==> src/logic/isaPkg.sv <==
package isaPkg;

    // Register index and data word
    typedef logic [3:0]  regIdxT;
    typedef logic [31:0] wordT;

    // Opcode in the top five bits of every instruction
    typedef enum logic [4:0] {
        add   = 5'd0,
        sub   = 5'd1,
        andOp = 5'd2,
        orOp  = 5'd3,
        shl   = 5'd4,
        shr   = 5'd5,
        addi  = 5'd6,
        andi  = 5'd7,
        ori   = 5'd8,
        ldi   = 5'd9,
        inOp  = 5'd10,
        outOp = 5'd11,
        brzr  = 5'd12,
        brnz  = 5'd13,
        brpl  = 5'd14,
        brmi  = 5'd15,
        nop   = 5'd16
    } opcodeT;

    // Three-register format computing ra <= rb op rc
    typedef struct packed {
        opcodeT      opcode;   // [31:27]
        regIdxT      ra;       // [26:23]
        regIdxT      rb;       // [22:19]
        regIdxT      rc;       // [18:15]
        logic [14:0] unused;
    } rFormatT;

    // Register plus constant format
    // Branches compare ra and add c to the PC
    // ldi loads the sign-extended c into ra
    typedef struct packed {
        opcodeT             opcode;
        regIdxT             ra;
        regIdxT             rb;   // Don't care for branches and ldi
        logic signed [18:0] c;
    } iFormatT;

    // One instruction word seen in two formats
    typedef union packed {
        rFormatT r;
        iFormatT i;
    } instrT;

endpackage

==> src/logic/ctrlPkg.sv <==
package ctrlPkg;

    // Operations the execute stage can perform
    typedef enum logic [2:0] {
        pass  = 3'd0,   // Operand B straight through
        add   = 3'd1,
        sub   = 3'd2,
        andOp = 3'd3,
        orOp  = 3'd4,
        shl   = 3'd5,
        shr   = 3'd6
    } aluOpT;

    // Branch tests on the value of ra
    typedef enum logic [1:0] {
        zero    = 2'd0,
        nonzero = 2'd1,
        plus    = 2'd2,
        minus   = 2'd3
    } brCondT;

    // Decode to execute
    typedef struct packed {
        logic            valid;
        aluOpT           aluOp;
        isaPkg::regIdxT  srcA;
        isaPkg::regIdxT  srcB;
        isaPkg::regIdxT  dest;
        isaPkg::wordT    immediate;   // Already sign-extended
        logic            useImm;
        logic            writeEn;
        logic            isIn;
        logic            isOut;
        logic            isBranch;
        brCondT          brCond;
    } decodedOpT;

    // Execute to result
    typedef struct packed {
        logic            valid;
        isaPkg::regIdxT  dest;
        logic            writeEn;
        isaPkg::wordT    value;
        logic            isOut;
        logic            isBranch;
        logic            taken;
        isaPkg::wordT    offset;
    } resultT;

endpackage

==> src/logic/execUnit.sv <==
module execUnit (
    input  logic               clk,
    input  logic               rstN,
    input  ctrlPkg::decodedOpT decoded,
    input  logic               stall,
    input  isaPkg::wordT       inPort,
    output isaPkg::regIdxT     rdIdxA,
    output isaPkg::regIdxT     rdIdxB,
    input  isaPkg::wordT       rdDataA,
    input  isaPkg::wordT       rdDataB,
    input  ctrlPkg::resultT    bypass,
    output ctrlPkg::resultT    result
);

    logic            hitA;
    logic            hitB;
    isaPkg::wordT    opA;
    isaPkg::wordT    regB;
    isaPkg::wordT    opB;
    isaPkg::wordT    aluOut;
    logic            condMet;
    ctrlPkg::resultT nextResult;

    assign rdIdxA = decoded.srcA;
    assign rdIdxB = decoded.srcB;

    // The op in the result stage writes back at the coming edge,
    // so its value is newer than the register file contents
    assign hitA = bypass.valid && bypass.writeEn && (bypass.dest == decoded.srcA);
    assign hitB = bypass.valid && bypass.writeEn && (bypass.dest == decoded.srcB);

    assign opA  = hitA ? bypass.value : rdDataA;
    assign regB = hitB ? bypass.value : rdDataB;
    assign opB  = decoded.useImm ? decoded.immediate : regB;

    always_comb begin
        case (decoded.aluOp)
            ctrlPkg::pass:  aluOut = opB;
            ctrlPkg::add:   aluOut = opA + opB;
            ctrlPkg::sub:   aluOut = opA - opB;
            ctrlPkg::andOp: aluOut = opA & opB;
            ctrlPkg::orOp:  aluOut = opA | opB;
            ctrlPkg::shl:   aluOut = opA << opB[4:0];
            ctrlPkg::shr:   aluOut = opA >> opB[4:0];   // Logical
            default:        aluOut = opB;
        endcase
    end

    // Branch tests look at ra, which sits on operand A
    always_comb begin
        case (decoded.brCond)
            ctrlPkg::zero:    condMet = (opA == '0);
            ctrlPkg::nonzero: condMet = (opA != '0);
            ctrlPkg::plus:    condMet = !opA[31];
            ctrlPkg::minus:   condMet = opA[31];
        endcase
    end

    always_comb begin
        nextResult.valid    = decoded.valid;
        nextResult.dest     = decoded.dest;
        nextResult.writeEn  = decoded.writeEn;
        nextResult.value    = decoded.isIn ? inPort : aluOut;   // Input port sampled here
        nextResult.isOut    = decoded.isOut;
        nextResult.isBranch = decoded.isBranch;
        nextResult.taken    = decoded.isBranch && condMet;
        nextResult.offset   = decoded.immediate;
    end

    always_ff @(posedge clk or negedge rstN) begin
        if (!rstN) begin
            result <= '0;
        end else if (!stall) begin
            result <= nextResult;
        end
    end

endmodule

==> src/logic/instrDecoder.sv <==
module instrDecoder (
    input  logic               clk,
    input  logic               rstN,
    input  isaPkg::instrT      instr,
    input  logic               instrValid,
    input  logic               stall,
    output logic               instrReady,
    output ctrlPkg::decodedOpT decoded
);

    isaPkg::rFormatT    rForm;
    isaPkg::iFormatT    iForm;
    isaPkg::wordT       constExt;
    ctrlPkg::decodedOpT nextOp;
    logic               accept;

    assign rForm    = instr.r;
    assign iForm    = instr.i;
    assign constExt = {{13{iForm.c[18]}}, iForm.c};

    assign instrReady = !stall;
    assign accept     = instrValid && instrReady;

    always_comb begin
        nextOp       = '0;
        nextOp.valid = 1'b1;        // Anything unrecognised runs as a nop
        nextOp.aluOp = ctrlPkg::pass;
        case (rForm.opcode)
            isaPkg::add, isaPkg::sub, isaPkg::andOp, isaPkg::orOp,
            isaPkg::shl, isaPkg::shr: begin
                nextOp.srcA    = rForm.rb;
                nextOp.srcB    = rForm.rc;
                nextOp.dest    = rForm.ra;
                nextOp.writeEn = 1'b1;
                case (rForm.opcode)
                    isaPkg::add:   nextOp.aluOp = ctrlPkg::add;
                    isaPkg::sub:   nextOp.aluOp = ctrlPkg::sub;
                    isaPkg::andOp: nextOp.aluOp = ctrlPkg::andOp;
                    isaPkg::orOp:  nextOp.aluOp = ctrlPkg::orOp;
                    isaPkg::shl:   nextOp.aluOp = ctrlPkg::shl;
                    default:       nextOp.aluOp = ctrlPkg::shr;
                endcase
            end
            isaPkg::addi, isaPkg::andi, isaPkg::ori: begin
                nextOp.srcA      = iForm.rb;
                nextOp.dest      = iForm.ra;
                nextOp.immediate = constExt;
                nextOp.useImm    = 1'b1;
                nextOp.writeEn   = 1'b1;
                case (iForm.opcode)
                    isaPkg::addi: nextOp.aluOp = ctrlPkg::add;
                    isaPkg::andi: nextOp.aluOp = ctrlPkg::andOp;
                    default:      nextOp.aluOp = ctrlPkg::orOp;
                endcase
            end
            isaPkg::ldi: begin
                nextOp.dest      = iForm.ra;
                nextOp.immediate = constExt;   // Passed through as operand B
                nextOp.useImm    = 1'b1;
                nextOp.writeEn   = 1'b1;
            end
            isaPkg::inOp: begin
                nextOp.dest    = iForm.ra;
                nextOp.writeEn = 1'b1;
                nextOp.isIn    = 1'b1;
            end
            isaPkg::outOp: begin
                nextOp.srcA  = iForm.ra;
                nextOp.srcB  = iForm.ra;       // Value leaves via the pass path
                nextOp.isOut = 1'b1;
            end
            isaPkg::brzr, isaPkg::brnz, isaPkg::brpl, isaPkg::brmi: begin
                nextOp.srcA      = iForm.ra;   // Condition register
                nextOp.immediate = constExt;   // PC offset
                nextOp.isBranch  = 1'b1;
                case (iForm.opcode)
                    isaPkg::brzr: nextOp.brCond = ctrlPkg::zero;
                    isaPkg::brnz: nextOp.brCond = ctrlPkg::nonzero;
                    isaPkg::brpl: nextOp.brCond = ctrlPkg::plus;
                    default:      nextOp.brCond = ctrlPkg::minus;
                endcase
            end
            default: ;
        endcase
    end

    // Bubble when nothing is accepted and hold under stall
    always_ff @(posedge clk or negedge rstN) begin
        if (!rstN) begin
            decoded <= '0;
        end else if (!stall) begin
            decoded <= accept ? nextOp : '0;
        end
    end

endmodule

==> src/logic/miniCore.sv <==
module miniCore #(
    parameter isaPkg::wordT resetPc = 32'h0
) (
    input  logic          clk,
    input  logic          rstN,
    input  isaPkg::instrT instr,
    input  logic          instrValid,
    output logic          instrReady,
    input  isaPkg::wordT  inPort,
    output isaPkg::wordT  outData,
    output logic          outValid,
    input  logic          outReady,
    output isaPkg::wordT  pc
);

    ctrlPkg::decodedOpT decoded;
    ctrlPkg::resultT    result;
    ctrlPkg::resultT    bypass;
    logic               stall;     // Whole pipeline freezes on output back-pressure
    isaPkg::regIdxT     rdIdxA;
    isaPkg::regIdxT     rdIdxB;
    isaPkg::wordT       rdDataA;
    isaPkg::wordT       rdDataB;
    logic               wrEn;
    isaPkg::regIdxT     wrIdx;
    isaPkg::wordT       wrData;

    instrDecoder u_instrDecoder (
        .clk        (clk),
        .rstN       (rstN),
        .instr      (instr),
        .instrValid (instrValid),
        .stall      (stall),
        .instrReady (instrReady),
        .decoded    (decoded)
    );

    execUnit u_execUnit (
        .clk     (clk),
        .rstN    (rstN),
        .decoded (decoded),
        .stall   (stall),
        .inPort  (inPort),
        .rdIdxA  (rdIdxA),
        .rdIdxB  (rdIdxB),
        .rdDataA (rdDataA),
        .rdDataB (rdDataB),
        .bypass  (bypass),
        .result  (result)
    );

    regFile u_regFile (
        .clk     (clk),
        .rstN    (rstN),
        .rdIdxA  (rdIdxA),
        .rdIdxB  (rdIdxB),
        .rdDataA (rdDataA),
        .rdDataB (rdDataB),
        .wrEn    (wrEn),
        .wrIdx   (wrIdx),
        .wrData  (wrData)
    );

    resultStage #(
        .resetPc (resetPc)
    ) u_resultStage (
        .clk      (clk),
        .rstN     (rstN),
        .result   (result),
        .outReady (outReady),
        .stall    (stall),
        .bypass   (bypass),
        .wrEn     (wrEn),
        .wrIdx    (wrIdx),
        .wrData   (wrData),
        .outValid (outValid),
        .outData  (outData),
        .pc       (pc)
    );

endmodule

==> src/logic/regFile.sv <==
module regFile (
    input  logic           clk,
    input  logic           rstN,
    input  isaPkg::regIdxT rdIdxA,
    input  isaPkg::regIdxT rdIdxB,
    output isaPkg::wordT   rdDataA,
    output isaPkg::wordT   rdDataB,
    input  logic           wrEn,
    input  isaPkg::regIdxT wrIdx,
    input  isaPkg::wordT   wrData
);

    isaPkg::wordT regs [0:15];

    // Reads see the old value during a write
    assign rdDataA = regs[rdIdxA];
    assign rdDataB = regs[rdIdxB];

    always_ff @(posedge clk or negedge rstN) begin
        if (!rstN) begin
            for (int i = 0; i < 16; i++) begin
                regs[i] <= '0;
            end
        end else if (wrEn) begin
            regs[wrIdx] <= wrData;
        end
    end

endmodule

==> src/logic/resultStage.sv <==
module resultStage #(
    parameter isaPkg::wordT resetPc = 32'h0
) (
    input  logic            clk,
    input  logic            rstN,
    input  ctrlPkg::resultT result,
    input  logic            outReady,
    output logic            stall,
    output ctrlPkg::resultT bypass,
    output logic            wrEn,
    output isaPkg::regIdxT  wrIdx,
    output isaPkg::wordT    wrData,
    output logic            outValid,
    output isaPkg::wordT    outData,
    output isaPkg::wordT    pc
);

    logic         commit;
    isaPkg::wordT pcStep;

    assign bypass = result;

    // Writeback for every op except out
    assign wrEn   = result.valid && result.writeEn;
    assign wrIdx  = result.dest;
    assign wrData = result.value;

    // Out op waits here until the port takes it
    assign outValid = result.valid && result.isOut;
    assign outData  = result.value;
    assign stall    = outValid && !outReady;

    assign commit = result.valid && !stall;
    assign pcStep = (result.isBranch && result.taken) ? 32'd1 + result.offset : 32'd1;

    always_ff @(posedge clk or negedge rstN) begin
        if (!rstN) begin
            pc <= resetPc;
        end else if (commit) begin
            pc <= pc + pcStep;
        end
    end

endmodule

==> config.mk <==
export PLATFORM = sky130hd
export DESIGN_NAME = miniCore
export DESIGN_NICKNAME = d
export VERILOG_FILES = /design/src/logic/isaPkg.sv /design/src/logic/ctrlPkg.sv /design/src/logic/execUnit.sv /design/src/logic/instrDecoder.sv /design/src/logic/miniCore.sv /design/src/logic/regFile.sv /design/src/logic/resultStage.sv
export SDC_FILE = /design/constraint.sdc
export NUM_CORES = 2
export LEC_CHECK = 0
export ABC_AREA = 1
export BUFFER_PORTS_ARGS = -buffer_cell sky130_fd_sc_hd__buf_4
export CAP_MARGIN = 40
export CORE_MARGIN = 2
export CORE_UTILIZATION = 30
export CTS_CLUSTER_DIAMETER = 120
export DETAILED_ROUTE_END_ITERATION = 8
export GPL_ROUTABILITY_DRIVEN = 0
export PLACE_DENSITY = 0.56
export SLEW_MARGIN = 20
export SYNTH_ARGS = -nofsm -noshare
export SYNTH_HDL_FRONTEND = slang
export SYNTH_SLANG_ARGS = --single-unit
==> constraint.sdc <==
create_clock -name clk -period 11.31 [get_ports clk]
set_input_delay 1.6965 -clock clk [delete_from_list [all_inputs] [get_ports clk]]
set_output_delay 1.6965 -clock clk [all_outputs]
set_load 0.005 [all_outputs]
==> impl_metrics.env <==
export IMPL_status="completed"
export IMPL_core_um2=147800
export IMPL_holdPathStages=2
export IMPL_cts_buffers=78
export IMPL_synth_net_count=6848
export IMPL_rsz0062_at_grt="false"
export IMPL_endpoint_kind="register"
export IMPL_cpMaxStageDelayCell="dfrtp_4"
export IMPL_power_mw=9.154
export IMPL_leakage_nw=22.50
export IMPL_min_path_type="register to register"
export IMPL_ant_nets=0
export IMPL_wirelength_um=183400
export IMPL_clockBufferDepth=3
export IMPL_die_x_um=389.8
export IMPL_vias=46480
export IMPL_antenna_found_initial=4
export IMPL_grt_pass1_wl_um=275800
export IMPL_tritoncts="yes"
export IMPL_reg2reg_from="u_instrDecoder.decoded[44]"
export IMPL_dp_hpwl_um=120700
export IMPL_setup_tns_ns=0
export IMPL_cp_required_ns=11.90
export IMPL_cts_htree_levels=3
export IMPL_cts_sinks=646
export IMPL_slew_headroom_pct=35.78
export IMPL_worstPathArrival_ns=7.89
export IMPL_finalMaxSlewViolations=0
export IMPL_synth_edf_count=0
export IMPL_drt_pre_antenna_iters=6
export IMPL_ctsHoldBuffers=0
export IMPL_layout_commonest_cell="nand2_1"
export IMPL_grt_max_degree=184
export IMPL_synthFlopType="dfrtp_1"
export IMPL_critPathMostFrequentCell="nand2_1"
export IMPL_cp_max_fo=43
export IMPL_globalRouteTotalUtil_pct=23.59
export IMPL_min_period_over_period_pct=64.56
export IMPL_fmax_mhz=137.0
export IMPL_period_minus_slack_ns=7.301
export IMPL_grt_pass1_vias=42970
export IMPL_layout_common_cells="nand2_1, o21ai_0, nand3_1"
export IMPL_clk_latency_ns=0.71
export IMPL_initial_core_util_pct=30.20
export IMPL_routedWlPerCell_um=21.47
export IMPL_drc=0
export IMPL_cts_repair_resized=0
export IMPL_final_hold_viol_count=0
export IMPL_syn2layout_area_growth_pct=11.55
export IMPL_max_cap_violations=0
export IMPL_die_height_um=389.8
export IMPL_syn_inst=6705
export IMPL_yosysWarnings=0
export IMPL_cts_root_buf="clkbuf_16"
export IMPL_worst_pin_slew_ns=0.9634
export IMPL_row_count=141
export IMPL_fin_skew_ns=0.03584
export IMPL_cpPeakStageDelay_ns=0.87
export IMPL_drtIter0Drc=6019
export IMPL_critPathKind="register to register"
export IMPL_hold_end="u_execUnit.result[72]"
export IMPL_r2r_cells=32
export IMPL_async_flop_share_pct=100.0
export IMPL_worstHoldStart="u_instrDecoder.decoded[54]"
export IMPL_power_density_nw_per_um2=183.8
export IMPL_cts_setup_buffers=0
export IMPL_peakVddDrop_v=0.0001171
export IMPL_ioPinCount=134
export IMPL_nNetsFinal=6685
export IMPL_ys_types=65
export IMPL_synth_seq_cells=646
export IMPL_startpoint_type="register"
export IMPL_fin_area_um2=49810
export IMPL_placed_cell_area_um2=46940
export IMPL_die_area_um2=151900
export IMPL_synth_area_per_cell_um2=6.659
export IMPL_synth_seq_area_share_pct=36.21
export IMPL_portBuffers=133
export IMPL_overflow=0
export IMPL_clkTransAtPathRegs_ns=0.06
export IMPL_reg2reg_slack_ns=4.01
export IMPL_syn_cell_area_um2=44650
export IMPL_setup_viol=0
export IMPL_drive_gt1_share_pct=8.312
export IMPL_routed_via_density=5.443
export IMPL_rr_endpoint="u_execUnit.result[60]"
-- worst max path at each step --
stage                                     startpoint                     to  cells past startpoint  slack, ns
after floorplan                u_execUnit.result[72]  u_execUnit.result[59]                     36       6.69
after global placement    u_instrDecoder.decoded[44]  u_execUnit.result[60]                     31       4.15
after detailed placement  u_instrDecoder.decoded[44]  u_execUnit.result[60]                     32       4.26
after CTS                 u_instrDecoder.decoded[44]  u_execUnit.result[60]                     32       4.19
after global routing      u_instrDecoder.decoded[44]  u_execUnit.result[60]                     32       3.63
final                     u_instrDecoder.decoded[44]  u_execUnit.result[60]                     32       4.01
-- critical path, delay by kind of cell, from the launching register on --
kind / cells / cell delay [ns]
buf+inv: 5 / 1.29
simple gates: 15 / 1.85
fa+ha+maj: 2 / 0.59
compound gates: 9 / 2.44
xor+xnor: 1 / 0.10
flops: 1 / 0.87
-- synthesized netlist by cell type (73+ instances only) --
cell | instances | area, µm²
o21ai_1 | 77 | 385.4
dfrtp_1 | 646 | 16170
nand2_1 | 2046 | 7680
o211ai_1 | 142 | 1066
o21ai_0 | 874 | 4374
inv_1 | 537 | 2016
ha_1 | 73 | 913.4
clkbuf_1 | 208 | 780.8
nor2_1 | 316 | 1186
buf_2 | 155 | 775.7
nand3_1 | 787 | 3939
a21oi_1 | 313 | 1567
-- layer usage --
| layer | global-route usage [%] | vias up | wire [µm] |
|---|---|---|---|
| met3 | 5.708 | 473 | 18590 |
| met2 | 34.89 | 2343 | 77790 |
| met1 | 32.03 | 21940 | 77280 |
| met4 | 11.58 | 6 | 9673 |
| li1 | - | 21710 | - |
| met5 | 0 | - | 45 |
-- cell type report --
type                            count  area (µm²)
Sequential cell                   646       16190
Clock inverter                     35       465.4
Inverter                          570        2157
Tap cell                         1930        2415
Timing Repair Buffer              245        2341
Clock buffer                      108        2225
Antenna cell                        4       10.01
Multi-Input combinational cell   5001       24000
Fill cell                       15990       98030
-- flip-flops by register name, indices dropped and copies added, names as in the netlist --
name,cells
u_regFile.regs,512
u_execUnit.result,60
u_instrDecoder.decoded,42
u_resultStage.pc,32
-- power by group --
group	internal, mW	switching, mW
clock	1.53	1.14
sequential	2.50	0.228
combinational	1.07	2.68
-- metrics by stage --
stage	std cells	hold WS [ns]	setup slack (ns)	utilization (%)
floorplan	6705	0.4198	6.688	-
global placement	8360	0.4343	4.151	31.41
detailed placement	8383	0.4468	4.264	31.75
CTS	8526	0.4621	4.195	33.57
global route	8536	0.4914	3.626	33.68
finish	8539	0.4632	4.009	33.69
-- kinds of logic (layout without fill, tap and decap cells) --
group / Yosys count / count (layout) / share of synthesized area [%]
buffers and inverters: 1058 / 958 / 10.27
adder cells (fa/ha/maj): 75 / 75 / 2.135
AO/OA/AOI/OAI: 1528 / 1528 / 18.71
flip-flops: 646 / 646 / 36.21
AND/OR/NAND/NOR: 3342 / 3342 / 31.58
other: 0 / 4 / 0
XOR/XNOR: 54 / 54 / 1.059
multiplexers: 2 / 2 / 0.04484
Note: power is estimated with default switching activity, not from simulation.
